$ cat src/mem_params.svh
`ifndef MEM_PARAMS_SVH
`define MEM_PARAMS_SVH

////////////////////
// Memory geometry
////////////////////

// Byte address width for 1 KiB of data memory
`define MEM_ADDR_W 10

// Data bus width
`define MEM_DATA_W 32

// One byte-wide bank per data byte
`define MEM_LANES 4

`endif

$ cat src/mem_pkg.sv
package mem_pkg;

    ////////////////////
    // Access opcodes
    ////////////////////

    typedef enum logic [3:0]
    {
        OP_LB  = 4'd0,
        OP_LBU = 4'd1,
        OP_LH  = 4'd2,
        OP_LHU = 4'd3,
        OP_LW  = 4'd4,
        OP_SB  = 4'd5,
        OP_SH  = 4'd6,
        OP_SW  = 4'd7
    } mem_op_e;

    // Bytes touched by one access
    typedef enum logic [1:0]
    {
        W_BYTE = 2'd0,
        W_HALF = 2'd1,
        W_WORD = 2'd2
    } mem_width_e;

endpackage

$ cat src/mem_lane_if.sv
`timescale 1ns/1ps
`include "mem_params.svh"


////////////////////
// Banks to extend
////////////////////

interface mem_lane_rsp_if;

    logic                       valid;
    // Read bytes still in bank order
    logic [`MEM_LANES-1:0][7:0] lane_rdata;
    logic [1:0]                 rot;
    mem_pkg::mem_width_e        width;
    logic                       is_signed;

    modport src (output valid, lane_rdata, rot, width, is_signed);
    modport dst (input valid, lane_rdata, rot, width, is_signed);

endinterface

$ cat src/mem_load_extend.sv
`timescale 1ns/1ps
`include "mem_params.svh"

module mem_load_extend
(
    input  logic                   clk,
    input  logic                   reset,
    mem_lane_rsp_if.dst            lane_rsp,
    output logic                   rd_valid,
    output logic [`MEM_DATA_W-1:0] rd_data
);

    logic [`MEM_LANES-1:0][7:0] ordered;
    logic                       byte_fill;
    logic                       half_fill;
    logic [`MEM_DATA_W-1:0]     ext_data;

    ////////////////////
    // Undo rotation
    ////////////////////

    // Access byte i sits in bank (i + rot) mod 4
    always_comb
    begin
        for (int i = 0; i < `MEM_LANES; i++)
            ordered[i] = lane_rsp.lane_rdata[2'(i) + lane_rsp.rot];
    end

    ////////////////////
    // Extension
    ////////////////////

    assign byte_fill = lane_rsp.is_signed && ordered[0][7];
    assign half_fill = lane_rsp.is_signed && ordered[1][7];

    always_comb
    begin
        case (lane_rsp.width)
            mem_pkg::W_BYTE: ext_data = {{(`MEM_DATA_W-8){byte_fill}}, ordered[0]};
            mem_pkg::W_HALF: ext_data = {{(`MEM_DATA_W-16){half_fill}}, ordered[1], ordered[0]};
            default:         ext_data = ordered;
        endcase
    end

    always_ff @(posedge clk)
    begin
        if (reset)
            rd_valid <= 1'b0;
        else
            rd_valid <= lane_rsp.valid;
    end

    always_ff @(posedge clk)
    begin
        if (lane_rsp.valid)
            rd_data <= ext_data;
    end

endmodule

$ cat src/flat_wrapper.sv
// flat-port wrapper written by rule: the top's interface ports become plain ports
module mem_load_extend_flat 
  (clk, reset, rd_valid, rd_data, lane_rsp_valid, lane_rsp_lane_rdata, lane_rsp_rot, lane_rsp_width, lane_rsp_is_signed);
  mem_lane_rsp_if lane_rsp_i ();
  input  logic clk;
  input  logic reset;
  output logic rd_valid;
  output logic [`MEM_DATA_W-1:0] rd_data;
  input wire logic [$bits(lane_rsp_i.valid)-1:0] lane_rsp_valid;
  input wire logic [$bits(lane_rsp_i.lane_rdata)-1:0] lane_rsp_lane_rdata;
  input wire logic [$bits(lane_rsp_i.rot)-1:0] lane_rsp_rot;
  input wire logic [$bits(lane_rsp_i.width)-1:0] lane_rsp_width;
  input wire logic [$bits(lane_rsp_i.is_signed)-1:0] lane_rsp_is_signed;
  assign lane_rsp_i.valid = lane_rsp_valid;
  assign lane_rsp_i.lane_rdata = lane_rsp_lane_rdata;
  assign lane_rsp_i.rot = lane_rsp_rot;
  assign lane_rsp_i.width = lane_rsp_width;
  assign lane_rsp_i.is_signed = lane_rsp_is_signed;
  mem_load_extend u_core (.clk(clk), .reset(reset), .lane_rsp(lane_rsp_i), .rd_valid(rd_valid), .rd_data(rd_data));
endmodule
$ cat config.mk
export PLATFORM = sky130hd
export DESIGN_NAME = mem_load_extend_flat
export DESIGN_NICKNAME = d
export VERILOG_FILES = /design/src/mem_pkg.sv /design/src/mem_lane_if.sv /design/src/mem_load_extend.sv /design/src/flat_wrapper.sv
export VERILOG_INCLUDE_DIRS = /design/src
export SDC_FILE = /design/constraint.sdc
export NUM_CORES = 1
export LEC_CHECK = 0
export BUFFER_PORTS_ARGS = -buffer_cell sky130_fd_sc_hd__buf_2
export CAP_MARGIN = 20
export CORE_ASPECT_RATIO = 0.75
export CORE_UTILIZATION = 45
export DETAILED_ROUTE_END_ITERATION = 10
export GPL_TIMING_DRIVEN = 0
export HOLD_SLACK_MARGIN = 0.1
export PLACE_DENSITY = 0.76
export SETUP_SLACK_MARGIN = 0.4
export SLEW_MARGIN = 15
export SYNTH_ARGS = -nofsm -noshare
export SYNTH_HDL_FRONTEND = slang
export SYNTH_SLANG_ARGS = --single-unit
$ cat constraint.sdc
create_clock -name clk -period 1.4 [get_ports clk]
set_input_delay 0.14 -clock clk [delete_from_list [all_inputs] [get_ports clk]]
set_output_delay 0.14 -clock clk [all_outputs]
set_load 0.03 [all_outputs]
==> metrics.txt <==
Final ANT Viol Nets 0; register bit count reported by yosys 33; Power Total 0.00300 W; Iteration-0 DRC Markers 130; area of the core 4180 µm²; fin util 68.0%; Adder-Cell Fraction of Synth Area 0%; Root Buffer clkbuf_8; share of cells above drive strength 1 62.6%; Final TNS setup 0 ps; Congestion Overflow GR 0; CP Max Fanout 5; vias in the first global route 1,362; DRT Pass-1 Iters 4; row cnt 20; diode count 0; commonest non-fill, non-tap cell in the layout buf_2; Worst-path clk slew 60 ps; top routing layer in use met4; clk buf depth 2; IO Pins 73; overall die width 79.3 µm; DR WL/cell 16.9 µm; Fin Hold WS 277 ps; CTS tree done; crit path launch type primary input; Worst Setup Path Type in -> reg; Synth Area in XOR/XNOR 0%; met2 wire len 2400 µm; H-tree levels 2; post-synthesis area per instance 14.1 µm²; overall die height 60.0 µm; Cell Count, Final, Fillers Out 285; Post-DP HPWL 3260 µm; met3 WL 420 µm; total power divided by cell area 1060 nW/µm²; Fill cells 284; setup violators final 0; endpoint type of the worst setup path register; compound-cell area share of the yosys netlist 9.00%; DR vias 1,622; LEAKAGE 1.13 nW; WP data required 1410 ps; hold crit path type in -> reg; final wirelength 4810 µm; status complete, no violations; most frequent cells in the layout buf_2 (61), edfxtp_1 (32), mux4_2 (22), buf_6 (14), nand2_1 (12); CTS Buf Count 5; fin nets 269; routability cong. 0.988; unrepaired setup endpoints after global routing yes; # DRC 0; Synth cell types 23; Port Buf Inserts 69; period utilisation layout 89.0%; Peak VDD IR 0.000548 V; register area share after synthesis 48.6%; crit path time final 1250 ps; Slew @ Worst Pin 692 ps; area grow syn2layout 40.8%; Syn Inst Count 143; mapped cell area 2020 µm²; Placed Cells 267; first-pass GRT wire length 6950 µm; Critical Path Start lane_rsp_rot[1]; Slew HR 53.9%; multiplexer area fraction after synthesis 31.6%; DIE AREA 4760 µm²; initial core utilization 48.3%; M1 WL 1920 µm; Critical Path AT 1260 ps; worst hold start lane_rsp_width[0]; total track usage 20.6%; Post-Synth Simple-Gate Area 6.95%; largest net degree at the start of global routing 34; Ys Warns 0; final hold viol count 0; max-cap viol count 0; Max Clk Rate 0.803 GHz; syn_nets 183; main combinational cell family by area after synthesis multiplexers; CTS Sinks 33; via/cell ratio 5.69; initial antenna violation count 0; max-slew violation count 0
final timing paths:
check / endpoint / slack (ps) / cells after the start
worst max-delay path: u_core.rd_data[27]$_DFFE_PP_ / 150 / 5
worst min-delay path: u_core.rd_data[8]$_DFFE_PP_ / 280 / 3
critical path, cell delays in order:
cell and delay [ps]:
buf_12 80, mux4_2 560, mux2i_4 240, buf_6 160, o21ai_1 70
timing repair:
| item | 4_1_cts | 5_1_grt |
|---|---|---|
| setup endpoints to repair | 32 | 34 |
| pin swaps | 1 | 2 |
| hold buffers | 1 | 0 |
| setup buffers | 5 | 2 |
| cloned | 1 | 1 |
| resized for setup | 38 | 35 |
| hold endpoints to repair | 1 | 0 |
power breakdown:
part           leakage, nW  total, W  switching [W]  internal [W]
Combinational        0.759  0.000917       0.000525      0.000393
Sequential           0.320   0.00124      0.0000264       0.00121
Clock               0.0528  0.000844       0.000319      0.000525
logic make-up after synthesis:
kind of cell	after synthesis
buffers and inverters	14
flip-flops	33
AND/OR/NAND/NOR	33
AO/OA/AOI/OAI	30
multiplexers	33
final cells by class:
cell class | count | area [µm²] | share of cell area [%]
tap | 55 | 68.8 | 2.42
multi-input combinational | 96 | 1040 | 36.5
sequential | 33 | 981 | 34.5
timing repair buffer | 79 | 512 | 18.0
buffer | 12 | 128 | 4.49
clock buffer | 6 | 72.6 | 2.56
inverter | 2 | 8.76 | 0.308
clock inverter | 2 | 33.8 | 1.19
synthesized netlist by cell type (all sizes together):
cell / n / area (µm²)
nand3: 1 / 5.00
dfxtp: 1 / 20.0
mux2: 6 / 67.6
mux2i: 5 / 62.6
inv: 1 / 3.75
nor2: 9 / 33.8
o21ai: 18 / 90.1
a21oi: 2 / 10.0
o32ai: 5 / 43.8
mux4: 22 / 507
a211oi: 4 / 30.0
clkbuf: 4 / 15.0
clkinv: 1 / 3.75
and2: 2 / 12.5
buf: 8 / 55.1
o31ai: 1 / 7.51
edfxtp: 32 / 961
nand2: 17 / 63.8
nor2b: 4 / 25.0
metrics by stage:
step	worst slack [ps]	area, µm²
floorplan	-67.4	2040
global placement	-202	2450
detailed placement	-218	2450
CTS	189	2740
global route	149	2840
finish	154	2840
registers in the layout (all words and copies together) (netlist names):
name,count
u_core.rd_data,32
u_core.rd_valid,1
per-layer routing:
metal | track usage [%] | vias up
met1 | 30.0 | 767
li1 | - | 748
met3 | 3.66 | 6
met5 | 0 | -
met4 | 6.49 | 0
met2 | 31.8 | 101
Note: power is estimated with default switching activity, not from simulation.
