--- config.mk ---
export PLATFORM = sky130hd
export DESIGN_NAME = mem_lane_decode_flat
export DESIGN_NICKNAME = d
export VERILOG_FILES = /design/src/mem_pkg.sv /design/src/mem_lane_if.sv /design/src/mem_lane_decode.sv /design/src/flat_wrapper.sv
export VERILOG_INCLUDE_DIRS = /design/src
export SDC_FILE = /design/constraint.sdc
export NUM_CORES = 1
export LEC_CHECK = 0
export BUFFER_PORTS_ARGS = -buffer_cell sky130_fd_sc_hd__buf_2
export CAP_MARGIN = 5
export CORE_ASPECT_RATIO = 0.7
export CORE_UTILIZATION = 40
export CTS_BUF_LIST = sky130_fd_sc_hd__clkbuf_2
export CTS_CLUSTER_DIAMETER = 100
export DETAILED_ROUTE_END_ITERATION = 8
export GPL_TIMING_DRIVEN = 0
export PLACE_DENSITY = 0.73
export SYNTH_ARGS = -nofsm -noshare
export SYNTH_HDL_FRONTEND = slang
export SYNTH_SLANG_ARGS = --single-unit
--- constraint.sdc ---
create_clock -name clk -period 2.1 [get_ports clk]
set_clock_uncertainty 0.1 [all_clocks]
set_input_delay 0.21 -clock clk [delete_from_list [all_inputs] [get_ports clk]]
set_output_delay 0.21 -clock clk [all_outputs]
set_load 0.01 [all_outputs]
--- src/mem_params.svh ---
`ifndef MEM_PARAMS_SVH
`define MEM_PARAMS_SVH

////////////////////
// Memory geometry
////////////////////

// Byte address width for 1 KiB of data memory
`define MEM_ADDR_W 10

// Data bus width
`define MEM_DATA_W 32

// One byte-wide bank per data byte
`define MEM_LANES 4

`endif

--- src/mem_pkg.sv ---
package mem_pkg;

    ////////////////////
    // Access opcodes
    ////////////////////

    typedef enum logic [3:0]
    {
        OP_LB  = 4'd0,
        OP_LBU = 4'd1,
        OP_LH  = 4'd2,
        OP_LHU = 4'd3,
        OP_LW  = 4'd4,
        OP_SB  = 4'd5,
        OP_SH  = 4'd6,
        OP_SW  = 4'd7
    } mem_op_e;

    // Bytes touched by one access
    typedef enum logic [1:0]
    {
        W_BYTE = 2'd0,
        W_HALF = 2'd1,
        W_WORD = 2'd2
    } mem_width_e;

endpackage

--- src/mem_lane_if.sv ---
`timescale 1ns/1ps
`include "mem_params.svh"

////////////////////
// Decode to banks
////////////////////

interface mem_lane_req_if;

    logic                                   valid;
    logic                                   is_store;
    // One row index per bank
    logic [`MEM_LANES-1:0][`MEM_ADDR_W-3:0] lane_row;
    logic [`MEM_LANES-1:0]                  lane_en;
    // Store bytes already in bank order
    logic [`MEM_LANES-1:0][7:0]             lane_wdata;
    logic [1:0]                             rot;
    mem_pkg::mem_width_e                    width;
    logic                                   is_signed;

    modport src (output valid, is_store, lane_row, lane_en, lane_wdata,
                 output rot, width, is_signed);
    modport dst (input valid, is_store, lane_row, lane_en, lane_wdata,
                 input rot, width, is_signed);

endinterface


--- src/mem_lane_decode.sv ---
`timescale 1ns/1ps
`include "mem_params.svh"

module mem_lane_decode
(
    input  logic                   clk,
    input  logic                   reset,
    input  logic                   req_valid,
    input  mem_pkg::mem_op_e       req_op,
    input  logic [`MEM_ADDR_W-1:0] req_addr,
    input  logic [`MEM_DATA_W-1:0] req_wdata,
    mem_lane_req_if.src            lane_req
);

    localparam int ROW_W = `MEM_ADDR_W - 2;

    mem_pkg::mem_width_e              width;
    logic                             is_store;
    logic                             is_signed;
    logic [2:0]                       size;
    logic [1:0]                       rot;
    logic [ROW_W-1:0]                 row;
    logic [ROW_W-1:0]                 row_next;
    logic [`MEM_LANES-1:0][1:0]       lane_ofs;
    logic [`MEM_LANES-1:0]            lane_en;
    logic [`MEM_LANES-1:0][ROW_W-1:0] lane_row;
    logic [`MEM_LANES-1:0][7:0]       lane_wdata;

    ////////////////////
    // Opcode decode
    ////////////////////

    always_comb
    begin
        width     = mem_pkg::W_WORD;
        is_store  = 1'b0;
        is_signed = 1'b0;
        case (req_op)
            mem_pkg::OP_LB:
            begin
                width     = mem_pkg::W_BYTE;
                is_signed = 1'b1;
            end
            mem_pkg::OP_LBU: width = mem_pkg::W_BYTE;
            mem_pkg::OP_LH:
            begin
                width     = mem_pkg::W_HALF;
                is_signed = 1'b1;
            end
            mem_pkg::OP_LHU: width = mem_pkg::W_HALF;
            mem_pkg::OP_SB:
            begin
                width    = mem_pkg::W_BYTE;
                is_store = 1'b1;
            end
            mem_pkg::OP_SH:
            begin
                width    = mem_pkg::W_HALF;
                is_store = 1'b1;
            end
            mem_pkg::OP_SW:  is_store = 1'b1;
            default:         width = mem_pkg::W_WORD;
        endcase
        case (width)
            mem_pkg::W_BYTE: size = 3'd1;
            mem_pkg::W_HALF: size = 3'd2;
            default:         size = 3'd4;
        endcase
    end

    ////////////////////
    // Lane mapping
    ////////////////////

    assign rot      = req_addr[1:0];
    assign row      = req_addr[`MEM_ADDR_W-1:2];
    // Wraps from the last row back to row 0
    assign row_next = row + 1'b1;

    always_comb
    begin
        for (int b = 0; b < `MEM_LANES; b++)
        begin
            // Position of this bank within the access
            lane_ofs[b]   = 2'(b) - rot;
            lane_en[b]    = {1'b0, lane_ofs[b]} < size;
            lane_row[b]   = (2'(b) >= rot) ? row : row_next;
            lane_wdata[b] = req_wdata[8*lane_ofs[b] +: 8];
        end
    end

    always_ff @(posedge clk)
    begin
        if (reset)
            lane_req.valid <= 1'b0;
        else
            lane_req.valid <= req_valid;
    end

    always_ff @(posedge clk)
    begin
        if (req_valid)
        begin
            lane_req.is_store   <= is_store;
            lane_req.lane_row   <= lane_row;
            lane_req.lane_en    <= lane_en;
            lane_req.lane_wdata <= lane_wdata;
            lane_req.rot        <= rot;
            lane_req.width      <= width;
            lane_req.is_signed  <= is_signed;
        end
    end

endmodule

--- src/flat_wrapper.sv ---
// flat-port wrapper written by rule: the top's interface ports become plain ports
module mem_lane_decode_flat 
  (clk, reset, req_valid, req_op, req_addr, req_wdata, lane_req_valid, lane_req_is_store, lane_req_lane_row, lane_req_lane_en, lane_req_lane_wdata, lane_req_rot, lane_req_width, lane_req_is_signed);
  mem_lane_req_if lane_req_i ();
  input  logic clk;
  input  logic reset;
  input  logic req_valid;
  input  mem_pkg::mem_op_e req_op;
  input  logic [`MEM_ADDR_W-1:0] req_addr;
  input  logic [`MEM_DATA_W-1:0] req_wdata;
  output wire logic [$bits(lane_req_i.valid)-1:0] lane_req_valid;
  output wire logic [$bits(lane_req_i.is_store)-1:0] lane_req_is_store;
  output wire logic [$bits(lane_req_i.lane_row)-1:0] lane_req_lane_row;
  output wire logic [$bits(lane_req_i.lane_en)-1:0] lane_req_lane_en;
  output wire logic [$bits(lane_req_i.lane_wdata)-1:0] lane_req_lane_wdata;
  output wire logic [$bits(lane_req_i.rot)-1:0] lane_req_rot;
  output wire logic [$bits(lane_req_i.width)-1:0] lane_req_width;
  output wire logic [$bits(lane_req_i.is_signed)-1:0] lane_req_is_signed;
  assign lane_req_valid = lane_req_i.valid;
  assign lane_req_is_store = lane_req_i.is_store;
  assign lane_req_lane_row = lane_req_i.lane_row;
  assign lane_req_lane_en = lane_req_i.lane_en;
  assign lane_req_lane_wdata = lane_req_i.lane_wdata;
  assign lane_req_rot = lane_req_i.rot;
  assign lane_req_width = lane_req_i.width;
  assign lane_req_is_signed = lane_req_i.is_signed;
  mem_lane_decode u_core (.clk(clk), .reset(reset), .req_valid(req_valid), .req_op(req_op), .req_addr(req_addr), .req_wdata(req_wdata), .lane_req(lane_req_i));
endmodule
==> results.md, run 1 <==
* Status: finished, final reports clean
* Diode count at 0
* Die X at 117 um
* Min-delay src: req_op[1]
* Critical path launch point type: primary input
* Vias/cell at 4.89
* Core region area at 8720 um^2
* Layout Nets at 458
* P per Cell Area at 655 nW/um^2
* Initial DRC Count at 174
* Area after DPL at 4480 um^2
* Crit path max fanout at 10
* Final setup TNS at 0 ns
* Vias in the first global route at 2,485
* Tcrit/Tclk final at 98.5%
* Cells after Synth at 207
* WL final at 8.62 mm
* Final hold viol count at 0
* Yosys warns at 0
* Register area share after synthesis at 60.6%
* Setup crit start: req_addr[1]
* Congestion Overflow GR at 0
* Endpoints failing setup at 0
* Routed Antenna Nets at 0
* Worst vdd ir at 0.311 mV
* Arrival @ worst endpoint at 2.25 ns
* Clock tree buffer depth at 2
* Detail Placement HPWL at 5.63 mm
* Hold Crit Class: primary input to register
* Worst-Margin Slew at 0.921 ns
* Io pins at 124
* Syn nets at 264
* Clk slew on worst S/H paths at 0.23 ns
* CTS root buf: clkbuf_2
* GRT Total Usage at 18.3%
* Tmin final at 2.07 ns
* Avg Inst Size Synth at 17.9 um^2
* Row count at 28
* Worst Setup End Kind: register
* Fin worst setup slack at 0.0308 ns
* Slew HR at 38.6%
* H-tree depth at 3
* Num CTS Buffers at 9
* Synth Cell Area at 3700 um^2
* Largest net degree at the start of global routing at 76
* Fin area at 5200 um^2
* Area grow syn2layout at 40.6%
* Clock sink count at 75
* Synth cell types at 29
* CP Class: primary input to register
* Initial antenna violation count at 0
* Pre-Repair DR Iteration Count at 4
* First-pass GRT wire length at 12.7 mm
* Initial Util at 42.4%
* Vias at 2,572
* Leakage Power at 2.13 nW
* Wire per inst at 16.4 um
* Full die area at 9640 um^2
* CTS tree: built
* Final Core Density at 59.6%
* Max-Cap Viols at 0
* RePlAce Congestion at 0.801
* Ratio of cells with drive above 1 in the final layout at 45.3%
* IO buf count at 123
* Critical Path RT at 2.28 ns
* Die Y-Extent at 82.5 um
* Yosys reg bits at 75
* Hold WS at 0.108 ns
* # DRC at 0
* DP Worst Slack at -0.476 ns
* Peak Freq at 483 MHz
* Slew Viols, Final at 0
* RSZ-0062 raised after global routing: false
[state kept, by name, summed over array words and instances (netlist names)]
signal,cells
u_core.lane_req.is_store,1
u_core.lane_req.lane_row,32
u_core.lane_req.width,2
u_core.lane_req.rot,2
u_core.lane_req.is_signed,1
u_core.lane_req.valid,1
u_core.lane_req.lane_en,4
u_core.lane_req.lane_wdata,32
[repair_timing]
action	in CTS	in global routing
hold buffers	60	0
endpoints found under the setup margin	0	1
resized for setup	0	1
hold endpoints to repair	59	0
setup buffers	0	0
[worst max-delay path: stages]
cell	delay, ns
buf_2	0.11
buf_4	0.22
buf_6	0.20
inv_1	0.09
ha_1	0.31
buf_4	0.21
mux4_1	0.31
dlygate4sd3_1	0.58
[report_power, final]
| group | internal (mW) | switching, mW |
|---|---|---|
| Combinational | 0.385 | 0.347 |
| Sequential | 1.82 | 0.0362 |
| Clock | 0.285 | 0.536 |
[layer usage]
metal	up-vias	GRT usage, %	wire length, um	share of wire [%]
li1	1217	-	-	-
met1	1264	24.8	4000	46
met2	85	29.1	4180	48
met3	6	4.67	375	4.3
met4	0	5.57	63	0.73
met5	-	0	0	0
[cell usage in the layout (no fill, tap or decap), types with 2 or more instances in the layout]
master,Yosys,final
a31oi_1,4,4
inv_6,0,3
nor3_1,9,9
mux2_2,3,3
o21ai_0,4,4
xnor2_1,5,5
buf_6,2,4
mux4_2,26,26
clkbuf_2,3,12
nand3_2,2,2
nor2_1,8,8
inv_1,10,10
mux4_1,6,6
nand2b_1,3,3
nand4_1,2,2
dlygate4sd3_1,0,60
buf_2,5,124
buf_12,2,2
ha_1,8,8
xor2_1,17,17
edfxtp_1,74,74
buf_4,2,4
nand2_1,4,4
[cell usage after synthesis (all sizes together)]
cell	number	area share [%]
dfxtp	1	0.54
mux2	3	0.91
nor2	8	0.81
inv	10	1.0
a21oi	1	0.14
nand2	4	0.41
nor3b	1	0.20
nand3	3	0.68
xnor2	5	1.2
nand4	2	0.34
edfxtp	74	60
clkbuf	4	0.51
nor3	10	1.5
ha	8	2.7
nand3b	1	0.20
a31oi	4	0.68
buf	11	2.8
mux4	32	20
nand2b	3	0.51
o21ai	4	0.54
nor2b	1	0.17
xor2	17	4.0
[cell type report]
| cell class | count | area, um^2 |
|---|---|---|
| timing repair buffer | 183 | 1220 |
| clock inverter | 7 | 73.8 |
| sequential | 75 | 2240 |
| tap | 120 | 150 |
| inverter | 10 | 37.5 |
| buffer | 15 | 136 |
| fill | 673 | 3520 |
| multi-input combinational | 107 | 1300 |
| clock buffer | 9 | 45.0 |
[worst paths after layout]
| kind | endpoint | slack (ns) | cells after the start |
|---|---|---|---|
| setup / recovery | u_core.lane_req.lane_wdata[4] | 0.03 | 8 |
| hold / removal | u_core.lane_req.width[0] | 0.11 | 3 |
[kinds of logic (layout without fill, tap and decap cells)]
logic type | after synthesis | in the layout | share of synthesized area, %
AOI/OAI and AO/OA | 9 | 9 | 1.35
buffers and inverters | 25 | 224 | 4.30
and+or+nand+nor | 33 | 33 | 4.80
adders and majority gates | 8 | 8 | 2.71
DFF | 75 | 75 | 60.6
muxes | 35 | 35 | 21.0
xor gates and xnor gates | 22 | 22 | 5.21
[through the flow]
| stage | instances | power [mW] |
|---|---|---|
| floorplan | 207 | 2.23 |
| global placement | 450 | 2.50 |
| detailed placement | 450 | 2.52 |
| CTS | 526 | 3.45 |
| global route | 526 | 3.57 |
| finish | 526 | 3.41 |
No activity file was read; power rests on OpenSTA's default activity.
==> run 2, diff against run 1 <==
- PLACE_DENSITY: 0.73 -> 0.71
- clock period: 2.1 -> 2.7 ns (I/O delays scaled with it)
==> run 2 against run 1 <==
Cell count fell by 8.2%. First-iteration DRC count fell by 30%. Combinational power down 32%. Die area stayed put. Non-clock buffer count shrank 43. Clock power decreased by 24%. Cell area decreased by 8.5%.
==> results.md, run 2 (synthesized netlist as in run 1, its figures left out) <==
* Max-Cap Viols at 0
* Wire per inst at 16.0 um
* Peak Freq at 399 MHz
* Full die area at 9640 um^2
* Status: finished, final reports clean
* Highest-count cells in the layout ignoring fill and taps: buf_2, edfxtp_1, mux4_2
* CP Class: primary input to register
* Critical Path Sink: u_core.lane_req.lane_en[2]
* Detail Placement HPWL at 5.46 mm
* First-pass GRT wire length at 11.5 mm
* Layout Nets at 415
* Vias at 2,423
* Initial DRC Count at 121
* CTS root buf: clkbuf_2
* Slowest stage delay, CP at 0.34 ns
* Diode count at 0
* Pre-Repair DR Iteration Count at 4
* GRT Total Usage at 16.7%
* Initial antenna violation count at 0
* Slowest CP cell: ha_1
* Layout Cells excl Fill at 483
* Congestion Overflow GR at 0
* Arrival @ worst endpoint at 2.66 ns
* Critical path launch point type: primary input
* Initial Util at 42.4%
* Crit path max fanout at 10
* Die Y-Extent at 82.5 um
* Worst Setup End Kind: register
* Final hold viol count at 0
* Biggest regs: u_core.lane_req.lane_row x32, u_core.lane_req.lane_wdata x32, u_core.lane_req.lane_en x4
* Io pins at 124
* IO buf count at 123
* Leakage Power at 1.94 nW
* Total power at 2.56 mW
* Postcts setup bufs at 0
* H-tree depth at 3
* Post-CTS sizing at 0
* Vias/cell at 5.02
* Setup crit start: req_addr[1]
* Worst vdd ir at 0.229 mV
* Most common cell after layout, fill and taps aside: buf_2
* Endpoints failing setup at 0
* Final Core Density at 54.5%
* Final setup TNS at 0 ns
* Filler cells at 737
* Largest net degree at the start of global routing at 76
* Tcrit/Tclk final at 92.8%
* RSZ-0062 raised after global routing: false
* # DRC at 0
* Core region area at 8720 um^2
* Die X at 117 um
* Routed Antenna Nets at 0
* Clock sink count at 75
* P per Cell Area at 538 nW/um^2
* Area grow syn2layout at 28.7%
* Row count at 28
* Cells along the critical path: buf_2 > buf_4 > buf_2 > inv_1 > ha_1 > buf_2 > buf_2 > inv_1 > ha_1 > inv_1 > a31oi_1 > o21ai_0
* Clock tree buffer depth at 2
* Vias in the first global route at 2,254
* Clk slew on worst S/H paths at 0.20 ns
* Worst-Margin Slew at 0.913 ns
* WL final at 7.71 mm
* Most used cell, CP: buf_2
* CTS tree: built
* Hold WS at 0.0804 ns
* Placed cells at 450
* Ratio of cells with drive above 1 in the final layout at 51.0%
* Hold Buf Count CTS at 14
* Critical Path RT at 2.85 ns
* Slew HR at 39.1%
* RePlAce Congestion at 0.792
* Num CTS Buffers at 9
* Slew Viols, Final at 0
* Tmin final at 2.51 ns
* Hold Crit Class: primary input to register
-- run 2: cell types whose count changed in the layout (fill, tap and decap cells not counted) --
cell / previous run / this run
dlygate4sd3_1: 60 / 17
clkinv_1: 1 / 0
inv_6: 3 / 1
clkinv_4: 1 / 2
clkinvlp_4: 0 / 2
buf_4: 4 / 3
buf_6: 4 / 2
buf_2: 124 / 127
-- run 2: how the worst min path moves through the flow --
stage	depth (start not counted)	slack, ns	start	endpoint
after CTS	2	0.003	req_wdata[12]	u_core.lane_req.lane_wdata[12]
after floorplan	1	0.24	reset	u_core.lane_req.valid
final	2	0.08	req_wdata[14]	u_core.lane_req.lane_wdata[14]
after detailed placement	2	0.33	reset	u_core.lane_req.valid
after global routing	2	0.0006	req_wdata[12]	u_core.lane_req.lane_wdata[12]
after global placement	2	0.33	reset	u_core.lane_req.valid
-- run 2: routing by layer --
metal	global-route usage (%)	vias up	part of all wire [%]
met5	0	-	0
met4	6.08	0	1.0
met3	4.74	6	5.7
met2	25.9	86	47
met1	22.6	1204	46
li1	-	1127	-
-- run 2: per-stage QoR --
step,setup WS (ns),cell area (um^2)
after CTS,0.205,4730
final,0.194,4760
after global placement,-0.380,4460
after floorplan,0.338,3700
after global routing,0.0955,4760
after detailed placement,-0.391,4470
-- run 2: area by class of cell --
| cell class | instances | area, um^2 | area share (%) |
|---|---|---|---|
| flip-flops and latches | 75 | 2240 | 47.1 |
| multi-input cells | 107 | 1300 | 27.3 |
| repair buffers | 140 | 788 | 16.6 |
| well taps | 120 | 150 | 3.16 |
| plain buffers | 15 | 121 | 2.55 |
| clock inverters | 7 | 76.3 | 1.60 |
| clock buffers | 9 | 45.0 | 0.947 |
| inverters | 10 | 37.5 | 0.789 |
-- run 2: worst max-delay path: cells and delay by family --
kind	cells	cell delay (ns)
compound gates	2	0.24
fa+ha+maj	2	0.62
buf+inv	8	1.51
-- run 2: report_power, final --
part	leakage (nW)	internal (mW)	total (mW)	switching (mW)
Sequential	0.733	1.41	1.44	0.0254
Clock	0.0685	0.218	0.620	0.402
Combinational	1.14	0.244	0.499	0.256
Total	1.94	1.88	2.56	0.683
